`src/design/soc_cfg.svh`:
```
`ifndef SOC_CFG_SVH
`define SOC_CFG_SVH

// Bus and interrupt sizing
`define SOC_XLEN        32
`define SOC_NUM_SOURCES 8
`define SOC_PRIO_W      3

// ----------------------------------------------------------------------
// Address map
// ----------------------------------------------------------------------
`define SOC_CLINT_BASE  32'h0200_0000
`define SOC_CLINT_LEN   32'h000C_0000
`define SOC_PLIC_BASE   32'h0C00_0000
`define SOC_PLIC_LEN    32'h0400_0000
`define SOC_EXT_BASE    32'h8000_0000
`define SOC_EXT_LEN     32'h4000_0000

// CLINT offsets within its region
`define SOC_CLINT_MSIP        32'h0000_0000
`define SOC_CLINT_MTIMECMP_LO 32'h0000_4000
`define SOC_CLINT_MTIMECMP_HI 32'h0000_4004
`define SOC_CLINT_MTIME_LO    32'h0000_BFF8
`define SOC_CLINT_MTIME_HI    32'h0000_BFFC

// PLIC offsets, priorities sit at 4 bytes per source
`define SOC_PLIC_PRIO      32'h0000_0000
`define SOC_PLIC_PENDING   32'h0000_1000
`define SOC_PLIC_ENABLE    32'h0000_2000
`define SOC_PLIC_THRESHOLD 32'h0020_0000
`define SOC_PLIC_CLAIM     32'h0020_0004

`endif

```
`src/design/bus_pkg.sv`:
```
`include "soc_cfg.svh"

package bus_pkg;

    // One bus word, used for both address and data
    typedef logic [`SOC_XLEN-1:0] word_t;

    // Target picked by the address decoder
    typedef enum logic [1:0] {
        REGION_CLINT = 2'd0,
        REGION_PLIC  = 2'd1,
        REGION_EXT   = 2'd2,
        REGION_NONE  = 2'd3
    } region_e;

    // 64-bit timer value, counted as a whole and accessed by word
    typedef union packed {
        logic [2*`SOC_XLEN-1:0] count;
        struct packed {
            word_t hi;
            word_t lo;
        } word;
    } dword_u;

endpackage

```
`src/design/intr_pkg.sv`:
```
`include "soc_cfg.svh"

package intr_pkg;

    // One bit per source, bit 0 is the reserved source
    typedef logic [`SOC_NUM_SOURCES-1:0] src_vec_t;

    // Source number as returned by a claim
    typedef logic [$clog2(`SOC_NUM_SOURCES)-1:0] src_id_t;

    typedef logic [`SOC_PRIO_W-1:0] prio_t;

endpackage

```
`src/design/periph_bus_if.sv`:
```
`timescale 1ns/1ps
`include "soc_cfg.svh"

interface periph_bus_if;

    // Request, valid for one cycle per access
    logic           req;
    logic           we;
    bus_pkg::word_t addr;
    bus_pkg::word_t wdata;

    // Response, always one cycle after req
    logic           rvalid;
    bus_pkg::word_t rdata;

    modport initiator (
        output req, we, addr, wdata,
        input  rvalid, rdata
    );

    modport target (
        input  req, we, addr, wdata,
        output rvalid, rdata
    );

endinterface

```
`src/design/bus_decoder.sv`:
```
`timescale 1ns/1ps
`include "soc_cfg.svh"

module bus_decoder (
    input  logic            clk_i,
    input  logic            ndmreset_n,
    input  logic            req_i,
    input  logic            we_i,
    input  bus_pkg::word_t  addr_i,
    input  bus_pkg::word_t  wdata_i,
    output logic            gnt_o,
    output logic            rvalid_o,
    output bus_pkg::word_t  rdata_o,
    output logic            err_o,
    output logic            ext_req_o,
    output logic            ext_we_o,
    output bus_pkg::word_t  ext_addr_o,
    output bus_pkg::word_t  ext_wdata_o,
    input  logic            ext_rvalid_i,
    input  bus_pkg::word_t  ext_rdata_i,
    periph_bus_if.initiator clint_bus,
    periph_bus_if.initiator plic_bus
);

    bus_pkg::region_e region;
    bus_pkg::region_e region_q;
    bus_pkg::word_t   clint_off;
    bus_pkg::word_t   plic_off;
    bus_pkg::word_t   ext_off;
    logic             accept;
    logic             outstanding_q;
    logic             err_pending_q;

    // ----------------------------------------------------------------------
    // Address decode
    // ----------------------------------------------------------------------
    assign clint_off = addr_i - `SOC_CLINT_BASE;
    assign plic_off  = addr_i - `SOC_PLIC_BASE;
    assign ext_off   = addr_i - `SOC_EXT_BASE;

    always_comb begin
        if (clint_off < `SOC_CLINT_LEN) begin
            region = bus_pkg::REGION_CLINT;
        end else if (plic_off < `SOC_PLIC_LEN) begin
            region = bus_pkg::REGION_PLIC;
        end else if (ext_off < `SOC_EXT_LEN) begin
            region = bus_pkg::REGION_EXT;
        end else begin
            region = bus_pkg::REGION_NONE;
        end
    end

    // Single transaction in flight
    assign gnt_o  = ~outstanding_q;
    assign accept = req_i & gnt_o;

    assign clint_bus.req   = accept && (region == bus_pkg::REGION_CLINT);
    assign clint_bus.we    = we_i;
    assign clint_bus.addr  = addr_i;
    assign clint_bus.wdata = wdata_i;

    assign plic_bus.req    = accept && (region == bus_pkg::REGION_PLIC);
    assign plic_bus.we     = we_i;
    assign plic_bus.addr   = addr_i;
    assign plic_bus.wdata  = wdata_i;

    // External port sees the request fields unchanged
    assign ext_req_o   = accept && (region == bus_pkg::REGION_EXT);
    assign ext_we_o    = we_i;
    assign ext_addr_o  = addr_i;
    assign ext_wdata_o = wdata_i;

    always_ff @(posedge clk_i or negedge ndmreset_n) begin
        if (!ndmreset_n) begin
            outstanding_q <= 1'b0;
            region_q      <= bus_pkg::REGION_NONE;
            err_pending_q <= 1'b0;
        end else begin
            err_pending_q <= accept && (region == bus_pkg::REGION_NONE);
            if (accept) begin
                outstanding_q <= 1'b1;
                region_q      <= region;
            end else if (rvalid_o) begin
                outstanding_q <= 1'b0;
            end
        end
    end

    // ----------------------------------------------------------------------
    // Response return by recorded region
    // ----------------------------------------------------------------------
    always_comb begin
        rvalid_o = 1'b0;
        rdata_o  = '0;
        err_o    = 1'b0;
        if (outstanding_q) begin
            unique case (region_q)
                bus_pkg::REGION_CLINT: begin
                    rvalid_o = clint_bus.rvalid;
                    rdata_o  = clint_bus.rdata;
                end
                bus_pkg::REGION_PLIC: begin
                    rvalid_o = plic_bus.rvalid;
                    rdata_o  = plic_bus.rdata;
                end
                bus_pkg::REGION_EXT: begin
                    rvalid_o = ext_rvalid_i;
                    rdata_o  = ext_rdata_i;
                end
                bus_pkg::REGION_NONE: begin
                    rvalid_o = err_pending_q;
                    err_o    = err_pending_q;
                end
            endcase
        end
    end

endmodule

```
`src/design/clint.sv`:
```
`timescale 1ns/1ps
`include "soc_cfg.svh"

module clint (
    input  logic         clk_i,
    input  logic         ndmreset_n,
    periph_bus_if.target bus,
    output logic         timer_irq_o,
    output logic         ipi_o
);

    logic            tick_q;
    logic            msip_q;
    logic            wr;
    bus_pkg::dword_u mtime_q;
    bus_pkg::dword_u mtimecmp_q;
    bus_pkg::word_t  off;
    bus_pkg::word_t  rd_word;

    assign off = bus.addr - `SOC_CLINT_BASE;
    assign wr  = bus.req & bus.we;

    // Real-time tick at half the clock rate
    always_ff @(posedge clk_i or negedge ndmreset_n) begin
        if (!ndmreset_n) begin
            tick_q <= 1'b0;
        end else begin
            tick_q <= ~tick_q;
        end
    end

    // ----------------------------------------------------------------------
    // Timer and software interrupt registers
    // ----------------------------------------------------------------------
    always_ff @(posedge clk_i or negedge ndmreset_n) begin
        if (!ndmreset_n) begin
            mtime_q    <= '0;
            mtimecmp_q <= '1;
            msip_q     <= 1'b0;
        end else begin
            // A software write wins over the tick
            if (wr && (off == `SOC_CLINT_MTIME_LO)) begin
                mtime_q.word.lo <= bus.wdata;
            end else if (wr && (off == `SOC_CLINT_MTIME_HI)) begin
                mtime_q.word.hi <= bus.wdata;
            end else if (tick_q) begin
                mtime_q.count <= mtime_q.count + 1'b1;
            end

            if (wr) begin
                case (off)
                    `SOC_CLINT_MSIP:        msip_q             <= bus.wdata[0];
                    `SOC_CLINT_MTIMECMP_LO: mtimecmp_q.word.lo <= bus.wdata;
                    `SOC_CLINT_MTIMECMP_HI: mtimecmp_q.word.hi <= bus.wdata;
                    default: ;
                endcase
            end
        end
    end

    always_comb begin
        case (off)
            `SOC_CLINT_MSIP:        rd_word = {{(`SOC_XLEN-1){1'b0}}, msip_q};
            `SOC_CLINT_MTIMECMP_LO: rd_word = mtimecmp_q.word.lo;
            `SOC_CLINT_MTIMECMP_HI: rd_word = mtimecmp_q.word.hi;
            `SOC_CLINT_MTIME_LO:    rd_word = mtime_q.word.lo;
            `SOC_CLINT_MTIME_HI:    rd_word = mtime_q.word.hi;
            default:                rd_word = '0;
        endcase
    end

    // Every access answered one cycle later
    always_ff @(posedge clk_i or negedge ndmreset_n) begin
        if (!ndmreset_n) begin
            bus.rvalid <= 1'b0;
        end else begin
            bus.rvalid <= bus.req;
        end
    end

    always_ff @(posedge clk_i) begin
        bus.rdata <= (bus.req && !bus.we) ? rd_word : '0;
    end

    assign timer_irq_o = (mtime_q.count >= mtimecmp_q.count);
    assign ipi_o       = msip_q;

endmodule

```
`src/design/periph_subsystem.sv`:
```
`timescale 1ns/1ps
`include "soc_cfg.svh"

module periph_subsystem (
    input  logic               clk_i,
    input  logic               ndmreset_n,

    // Core-side master port
    input  logic               req_i,
    input  logic               we_i,
    input  bus_pkg::word_t     addr_i,
    input  bus_pkg::word_t     wdata_i,
    output logic               gnt_o,
    output logic               rvalid_o,
    output bus_pkg::word_t     rdata_o,
    output logic               err_o,

    // External port
    output logic               ext_req_o,
    output logic               ext_we_o,
    output bus_pkg::word_t     ext_addr_o,
    output bus_pkg::word_t     ext_wdata_o,
    input  logic               ext_rvalid_i,
    input  bus_pkg::word_t     ext_rdata_i,

    // Interrupts
    input  intr_pkg::src_vec_t irq_sources_i,
    output logic               timer_irq_o,
    output logic               ipi_o,
    output logic               eip_o
);

    periph_bus_if clint_bus ();
    periph_bus_if plic_bus ();

    // ----------------------------------------------------------------------
    // Decoder
    // ----------------------------------------------------------------------
    bus_decoder u_decoder (
        .clk_i        (clk_i),
        .ndmreset_n   (ndmreset_n),
        .req_i        (req_i),
        .we_i         (we_i),
        .addr_i       (addr_i),
        .wdata_i      (wdata_i),
        .gnt_o        (gnt_o),
        .rvalid_o     (rvalid_o),
        .rdata_o      (rdata_o),
        .err_o        (err_o),
        .ext_req_o    (ext_req_o),
        .ext_we_o     (ext_we_o),
        .ext_addr_o   (ext_addr_o),
        .ext_wdata_o  (ext_wdata_o),
        .ext_rvalid_i (ext_rvalid_i),
        .ext_rdata_i  (ext_rdata_i),
        .clint_bus    (clint_bus.initiator),
        .plic_bus     (plic_bus.initiator)
    );

    // ----------------------------------------------------------------------
    // Interrupt controllers
    // ----------------------------------------------------------------------
    clint u_clint (
        .clk_i       (clk_i),
        .ndmreset_n  (ndmreset_n),
        .bus         (clint_bus.target),
        .timer_irq_o (timer_irq_o),
        .ipi_o       (ipi_o)
    );

    plic u_plic (
        .clk_i         (clk_i),
        .ndmreset_n    (ndmreset_n),
        .bus           (plic_bus.target),
        .irq_sources_i (irq_sources_i),
        .eip_o         (eip_o)
    );

endmodule

```
`src/design/plic.sv`:
```
`timescale 1ns/1ps
`include "soc_cfg.svh"

module plic (
    input  logic               clk_i,
    input  logic               ndmreset_n,
    periph_bus_if.target       bus,
    input  intr_pkg::src_vec_t irq_sources_i,
    output logic               eip_o
);

    localparam int unsigned N   = `SOC_NUM_SOURCES;
    localparam int unsigned IDW = $bits(intr_pkg::src_id_t);

    intr_pkg::prio_t    prio_q [N];
    intr_pkg::prio_t    threshold_q;
    intr_pkg::prio_t    best_prio;
    intr_pkg::src_vec_t enable_q;
    intr_pkg::src_vec_t pending_q;
    intr_pkg::src_vec_t active_q;
    intr_pkg::src_id_t  winner;
    intr_pkg::src_id_t  prio_idx;
    intr_pkg::src_id_t  cmpl_id;
    bus_pkg::word_t     off;
    bus_pkg::word_t     prio_off;
    bus_pkg::word_t     rd_word;
    logic               wr;
    logic               prio_hit;
    logic               claim_rd;
    logic               cmpl_wr;

    // ----------------------------------------------------------------------
    // Register decode
    // ----------------------------------------------------------------------
    assign off      = bus.addr - `SOC_PLIC_BASE;
    assign prio_off = off - `SOC_PLIC_PRIO;
    assign prio_hit = (prio_off < (4 * N));
    assign prio_idx = prio_off[2 +: IDW];

    assign wr       = bus.req & bus.we;
    assign claim_rd = bus.req && !bus.we && (off == `SOC_PLIC_CLAIM);
    assign cmpl_wr  = wr && (off == `SOC_PLIC_CLAIM);
    assign cmpl_id  = bus.wdata[IDW-1:0];

    // ----------------------------------------------------------------------
    // Arbitration
    // ----------------------------------------------------------------------
    // Strict compare keeps the lowest id on a tie and drops anything at threshold
    always_comb begin
        winner    = '0;
        best_prio = threshold_q;
        for (int i = 1; i < N; i++) begin
            if (pending_q[i] && enable_q[i] && (prio_q[i] > best_prio)) begin
                winner    = intr_pkg::src_id_t'(i);
                best_prio = prio_q[i];
            end
        end
    end

    assign eip_o = (winner != '0);

    always_ff @(posedge clk_i or negedge ndmreset_n) begin
        if (!ndmreset_n) begin
            for (int i = 0; i < N; i++) begin
                prio_q[i] <= '0;
            end
            threshold_q <= '0;
            enable_q    <= '0;
            pending_q   <= '0;
            active_q    <= '0;
        end else begin
            // Gateways, a high level pends unless that source is in service
            pending_q <= pending_q | (irq_sources_i & ~active_q & ~intr_pkg::src_vec_t'(1));

            if (claim_rd && (winner != '0)) begin
                pending_q[winner] <= 1'b0;
                active_q[winner]  <= 1'b1;
            end
            if (cmpl_wr) begin
                active_q[cmpl_id] <= 1'b0;
            end

            if (wr && prio_hit) begin
                prio_q[prio_idx] <= bus.wdata[`SOC_PRIO_W-1:0];
            end
            if (wr && (off == `SOC_PLIC_ENABLE)) begin
                enable_q <= bus.wdata[N-1:0];
            end
            if (wr && (off == `SOC_PLIC_THRESHOLD)) begin
                threshold_q <= bus.wdata[`SOC_PRIO_W-1:0];
            end
        end
    end

    // Read data
    always_comb begin
        rd_word = '0;
        if (prio_hit) begin
            rd_word[`SOC_PRIO_W-1:0] = prio_q[prio_idx];
        end else begin
            case (off)
                `SOC_PLIC_PENDING:   rd_word[N-1:0]           = pending_q;
                `SOC_PLIC_ENABLE:    rd_word[N-1:0]           = enable_q;
                `SOC_PLIC_THRESHOLD: rd_word[`SOC_PRIO_W-1:0] = threshold_q;
                `SOC_PLIC_CLAIM:     rd_word[IDW-1:0]         = winner;
                default: ;
            endcase
        end
    end

    always_ff @(posedge clk_i or negedge ndmreset_n) begin
        if (!ndmreset_n) begin
            bus.rvalid <= 1'b0;
        end else begin
            bus.rvalid <= bus.req;
        end
    end

    always_ff @(posedge clk_i) begin
        bus.rdata <= (bus.req && !bus.we) ? rd_word : '0;
    end

endmodule

```
`config.mk`:
```
export PLATFORM = sky130hd
export DESIGN_NAME = periph_subsystem
export DESIGN_NICKNAME = d
export VERILOG_FILES = /design/src/design/bus_pkg.sv /design/src/design/intr_pkg.sv /design/src/design/periph_bus_if.sv /design/src/design/bus_decoder.sv /design/src/design/clint.sv /design/src/design/periph_subsystem.sv /design/src/design/plic.sv
export VERILOG_INCLUDE_DIRS = /design/src /design/src/design
export SDC_FILE = /design/constraint.sdc
export NUM_CORES = 1
export LEC_CHECK = 0
export ABC_CLOCK_PERIOD_IN_PS = 21700
export BUFFER_PORTS_ARGS = -buffer_cell sky130_fd_sc_hd__buf_2
export CORE_ASPECT_RATIO = 1.2
export CORE_MARGIN = 8
export CORE_UTILIZATION = 56
export DETAILED_ROUTE_END_ITERATION = 7
export PLACE_DENSITY = 0.78
export SYNTH_ARGS = -nofsm -noshare
export SYNTH_HDL_FRONTEND = slang
export SYNTH_SLANG_ARGS = --single-unit
export TNS_END_PERCENT = 5
```
`constraint.sdc`:
```
create_clock -name clk_i -period 21.7 [get_ports clk_i]
set_clock_uncertainty 0.2 [all_clocks]
set_input_delay 4.34 -clock clk_i [delete_from_list [all_inputs] [get_ports clk_i]]
set_output_delay 4.34 -clock clk_i [all_outputs]
set_load 0.01 [all_outputs]
```
Word level (Yosys, flattened, before mapping)

Cells that the tools add are included.

Bitwise logic cells: 16
Equality and inequality tests: 15
Div/mod/pow operators: 0
Shift-type cells: 0
Multipliers: 0
Add/subtract/negate cells: 4
Muxes and demuxes: 45
Magnitude comparators: 18
Reductions and logical operators: 45

Operators with widths:

| operator                                              | count |
|---|---|
| one-hot mux 32 bit (5 select lines)                   | 1 |
| 2-to-1 mux 32 bit                                     | 4 |
| one-hot mux 32 bit (3 select lines)                   | 1 |
| adder 64 x 1 -> 64 bit (second input constant)        | 1 |
| == test 32 x 15 -> 1 bit (second input constant)      | 2 |
| == test 32 x 16 -> 1 bit (second input constant)      | 2 |
| == test 32 x 22 -> 1 bit (second input constant)      | 2 |
| greater-or-equal comparator 64 bit                    | 1 |
| 2-to-1 mux 64 bit                                     | 1 |
| 2-to-1 mux 3 bit                                      | 16 |
| == test 32 x 13 -> 1 bit (second input constant)      | 1 |
| == test 32 x 14 -> 1 bit (second input constant)      | 1 |
| zero test 32 bit                                      | 1 |
| < comparator 32 x 20 -> 1 bit (second input constant) | 1 |
| < comparator 32 x 27 -> 1 bit (second input constant) | 1 |
| < comparator 32 x 31 -> 1 bit (second input constant) | 1 |
| < comparator 32 x 6 -> 1 bit (second input constant)  | 1 |
| subtractor 32 x 26 -> 32 bit (second input constant)  | 1 |
| subtractor 32 x 28 -> 32 bit (second input constant)  | 1 |
| subtractor 32 bit (second input constant)             | 1 |
| logical AND 1 bit                                     | 31 |
| AND 8 bit                                             | 3 |
| bitwise mux 24 bit                                    | 1 |
| 2-to-1 mux 8 bit                                      | 3 |
| other kinds (27)                                      | 64 |

Register bits after elaboration: 227
Bits in writable memories: 0
Bits in read-only memories: 0
Memories kept: 0
Bits in latches: 0

Longest topological paths before layout

Depth after elaboration: 29
Gate-level depth with buffers: 51
Depth with buffers taken out: 51

Hierarchy

From an unflattened synthesis, not the netlist that was laid out.

Cells, all modules: 1805
Area, all modules: 16261.8 µm²

By module, submodules not included:

| module      | area each (µm²) | cells each | instances | sequential area each (µm²) |
|---|---|---|---|---|
| clint       | 9504.1          | 1010       | 1         | 3998.8 |
| plic        | 3933.8          | 421        | 1         | 1436.4 |
| bus_decoder | 2824.0          | 374        | 1         | 102.6 |

Worst setup path after synthesis

No wires, ideal clock.

Kind: flip-flop to output port
Start: register u_plic.threshold_q[2]
End: output eip_o
Data arrival time: 9.175 ns
Cell stages (with the launch flop): 47
Path slack: 7.985 ns
Path through: dfrtp_1 -> inv_1 -> ha_1 -> nor2_1 -> a31oi_2 -> nand2_1 -> a21oi_1 -> inv_1 -> ha_1 -> nor2_1 -> nand2_1 -> and3_1 -> o41ai_2 -> nand4_1 -> and2_1 -> ha_1 -> nor2_1 -> nor2_1 -> [11 not listed] -> a21oi_1 -> ha_1 -> nor2_1 -> nor2_1 -> maj3_1 -> a311o_1 -> a31oi_1 -> ha_1 -> nor2b_1 -> o21a_1 -> o2111ai_1 -> o21ai_0 -> ha_1 -> nor2b_1 -> o21a_1 -> o2111ai_1 -> and2_1 -> nand3_1

Word-level cells in the longest chain between the ends: 22
Elaborated cells on any way between the ends: 28

Ends and longest elaborated chain:

| what                          | RTL line               | RTL |
|---|---|---|
| start, declared               | plic.sv:16             | `intr_pkg::prio_t threshold_q;` |
| start signal, assigned        | plic.sv:90             | `` threshold_q <= bus.wdata[`SOC_PRIO_W-1:0]; `` |
| greater-than comparator 3 bit | plic.sv:53             | `if (pending_q[i] && enable_q[i] && (prio_q[i] > best_prio)) begin` |
| logical AND 1 bit             | plic.sv:53             |  |
| 2-to-1 mux 3 bit              | plic.sv:53             |  |
| greater-than comparator 3 bit | plic.sv:53             |  |
| logical AND 1 bit             | plic.sv:53             |  |
| 2-to-1 mux 3 bit              | plic.sv:53             |  |
| greater-than comparator 3 bit | plic.sv:53             |  |
| logical AND 1 bit             | plic.sv:53             |  |
| [6 not listed]                | -                      |  |
| 2-to-1 mux 3 bit              | plic.sv:53             |  |
| greater-than comparator 3 bit | plic.sv:53             |  |
| logical AND 1 bit             | plic.sv:53             |  |
| 2-to-1 mux 3 bit              | plic.sv:53             |  |
| greater-than comparator 3 bit | plic.sv:53             |  |
| logical AND 1 bit             | plic.sv:53             |  |
| 2-to-1 mux 3 bit *            | plic.sv:53             |  |
| nonzero test 3 bit *          | plic.sv:60             | `assign eip_o = (winner != '0);` |
| end, declared                 | periph_subsystem.sv:30 | `output logic eip_o` |

Every way passes the cells marked *; elsewhere a longest branch is shown, timed or not.

Worst setup path after layout

Same ends and word-level chain as after synthesis.

==> results.md <==
- Drt wl/cell: around 21 um
- Asr flop ratio synth: 82.3%
- Hold Fails Final Rpt: 0
- Fillers: slightly above 2,000
- Cell Area, Synth: approximately 0.015 mm^2
- Max stage delay on crit path: ~0.63 ns
- Busiest metal layer after global routing: met2
- CP max FO: 10
- Post-synth EDFFs: 0
- Mapped Avg Cell Area: around 9 um^2
- Worst path required time: approximately 17 ns
- Hold buffer count at CTS: 0
- Initial DRC Count: 1,080
- #FFs+latches synth: between 200 and 250
- Met2 usage: 48.5%
- Post-synth top flop: dfrtp_1
- Std-Cell Rows: 64
- Port bufs: around 210
- Worst-skew pair later-pin latency: ~0.52 ns
- Hold WS: 0.194 ns
- Cts repair resizes: 0
- Max Slew Vio Count: 0
- Power Density: approximately 64 mW/mm^2
- # diodes: 0
- Chip height: just under 200 um
- TritonCTS Buffers: 25
- Peak VDD IR: 0.0759 mV
- Slew @ Worst Pin: approximately 1.2 ns
- FF+latch area: ~0.0055 mm^2
- Via count: 12,700
- Failing checks: design-rule violations
- Setup Total Neg Slack: 0 ns
- Post-CTS Setup Bufs: 0
- Highest clock rate: around 63 MHz
- Hold Path Stages: 0
- Crit path kind: reg -> out
- Synth Warn #: 0
- RSZ-0062 raised after global routing: false
- Total iterations of the first detailed-routing run: 8
- Die width: 163 um
- Ratio of final minimum period to clock period: between 70 and 80%
- Largest net degree at the start of global routing: 68
- Longest Clk Path Bufs: 3
- Max-cap violation count: 0
- Final Wtd Congestion: ~0.95
- DRT Wirelength: roughly 43 mm
- Sink Count: approximately 230
- # IOs: roughly 210
- Reg2Reg Depth: between 40 and 50
- CTS tree: yes
- Critical Path AT: between 10 and 15 ns
- Met1 usage: a little under a third
- Antenna violations before repair: 0
- Mean number of vias per cell: about 6.2
- Tmin final: 15.80 ns
- CTS Root Cell: clkbuf_16
- Final setup fails: 0
- Yosys cell types: 85
- Core Box Area: 0.0255 mm^2
- Share of layout cells above drive strength 1: ~28%
- H-Tree Depth: 1
- Post-detail-place hpwl: 31.4 mm
- Die area: between 0.03 and 0.04 mm^2
- CP endpoint kind: primary output
- Total gr overflow: 0
- Area leader, netlist: dfrtp_1
- Min-delay worst type: reg -> reg
- Max-slew headroom: approximately a fifth
- Synth area leaders: dfrtp_1 21%, dfstp_2 12%, mux2_2 8.8%
- Syn Nets: about 1,800
- Remaining DRCs: 4
- Critical path's most frequent cell: ha_1
- GR Util All Layers: 26.9%
- Area Overhead vs Synth: 11.9%
- Final Net Count: about 1,900
- Yosys top cell area share: 20.7%
- Routed Antenna Nets: 0
- Mapped Cells: 1,582
- Initial core utilization: between 50 and 60%
- Most common library cells after synthesis: 165 x nor2_1, 123 x nand2_1, 120 x dfrtp_1, 113 x mux2_2, 105 x a21oi_1
- Met3 Use GR: under 10%
- First-pass GRT wire length: slightly below 70 mm
- Multi-input logic area: 0.00786 mm^2
- Post-synthesis sequential area ratio: a little under two fifths
- Critical Path Source Type: flop
- Number of global-route vias before repair: around 13,000
- P_leak: 7.20 nW
- Outcome: complete, but fails checks
- Most instantiated library cell after synthesis: nor2_1
- Reg clk slew, reported paths: about 0.07 ns
- CP max-delay cell: o2111ai_1
## logic make-up (layout without fill, tap and decap cells)
| family | Yosys count | in the layout | share of synthesized area [%] |
|---|---|---|---|
| buffers and inverters | 240 | 367 | 7.97 |
| multiplexers | 169 | 169 | 13.4 |
| XOR/XNOR | 23 | 23 | 1.39 |
| AND/OR/NAND/NOR | 507 | 507 | 16.9 |
| flip-flops | 226 | 226 | 38.2 |
| adder cells (fa/ha/maj) | 81 | 81 | 6.95 |
| AO/OA/AOI/OAI | 336 | 336 | 15.3 |
## report_power, final
part	total [mW]	leakage, nW	switching, mW	internal (mW)
Clock	0.459	0.445	0.178	0.281
Combinational	0.143	4.27	0.0877	0.0557
Sequential	0.442	2.48	0.0165	0.426
## metrics by stage
step	worst slack (ns)	utilization, %	std cells	area (um^2)	power [mW]
final	5.90	63.8	2039	16200	1.04
after global placement	6.66	60.2	1994	15300	0.594
after floorplan	7.99	-	1582	14500	0.532
after global routing	5.11	63.8	2039	16200	1.08
after detailed placement	6.55	60.2	1994	15300	0.597
after CTS	5.96	63.8	2039	16200	1.05
## per-layer routing
| metal | vias to the layer above | part of all wire (%) |
|---|---|---|
| li1 | 5883 | - |
| met1 | 6209 | 38 |
| met2 | 449 | 52 |
| met3 | 110 | 5.4 |
| met4 | 0 | 4.3 |
| met5 | - | 0 |
## final cells by class
cell class | count | share of cell area (%)
multi-input cells | 1116 | 48.4
clock buffers | 38 | 4.98
inverters | 96 | 2.22
clock inverters | 7 | 0.578
flip-flops and latches | 226 | 34.1
repair buffers | 226 | 7.23
well taps | 330 | 2.54
## path summary, 6_finish.rpt
path	end	slack, ns	from
setup / recovery	eip_o	5.90	u_plic.threshold_q[2]$_DFFE_PN0P_
hold / removal	u_plic.pending_q[0]$_DFFE_PN0N_	0.19	u_plic.pending_q[0]$_DFFE_PN0N_
setup reg to reg	u_plic.active_q[2]$_DFF_PN0_	10.24	u_plic.threshold_q[2]$_DFFE_PN0P_
hold reg to reg	u_plic.pending_q[0]$_DFFE_PN0N_	0.19	u_plic.pending_q[0]$_DFFE_PN0N_
max in group asynchronous	u_clint.mtime_q[41]$_DFFE_PN0P_	15.62	ndmreset_n
min in group asynchronous	u_plic.active_q[5]$_DFF_PN0_	3.61	ndmreset_n
## placed cells by master (no fill, tap or decap), types with 6 or more instances in the layout
cell type / count
buf_2: 210
nor2_1: 163
nand2_1: 123
dfrtp_1: 120
mux2_2: 113
a21oi_1: 104
inv_1: 96
ha_1: 79
dfstp_2: 66
nand3_1: 56
o21ai_0: 54
nand4_1: 41
dfxtp_1: 40
mux2i_1: 39
and3_1: 33
a222oi_1: 31
clkbuf_16: 28
a21o_1: 27
o21ai_1: 25
nor3_1: 23
o22ai_1: 19
xor2_1: 18
buf_4: 15
a31oi_1: 14
nor2b_1: 12
a22oi_1: 10
mux2_1: 8
mux4_2: 7
clkbuf_8: 7
and2_1: 6
or3_1: 6
nor4_1: 6
## registers in the layout (all words and copies together) (netlist names), 2 cells and up
register            flops
u_plic.prio_q          24
u_plic.enable_q         8
u_plic.bus.rdata        8
u_plic.active_q         7
u_clint.mtimecmp_q     64
u_clint.bus.rdata      32
u_plic.threshold_q      3
u_clint.mtime_q        64
u_plic.pending_q        8
u_decoder.region_q      2
## critical path, delay by kind of cell (launching register included)
family / cells / cell delay, ns
AOI/OAI and AO/OA: 17 / 4.59
adders and majority gates: 8 / 2.44
buffers and inverters: 3 / 0.40
DFF: 1 / 0.40
and+or+nand+nor: 19 / 2.93
Power figures use the tool's default switching activity.
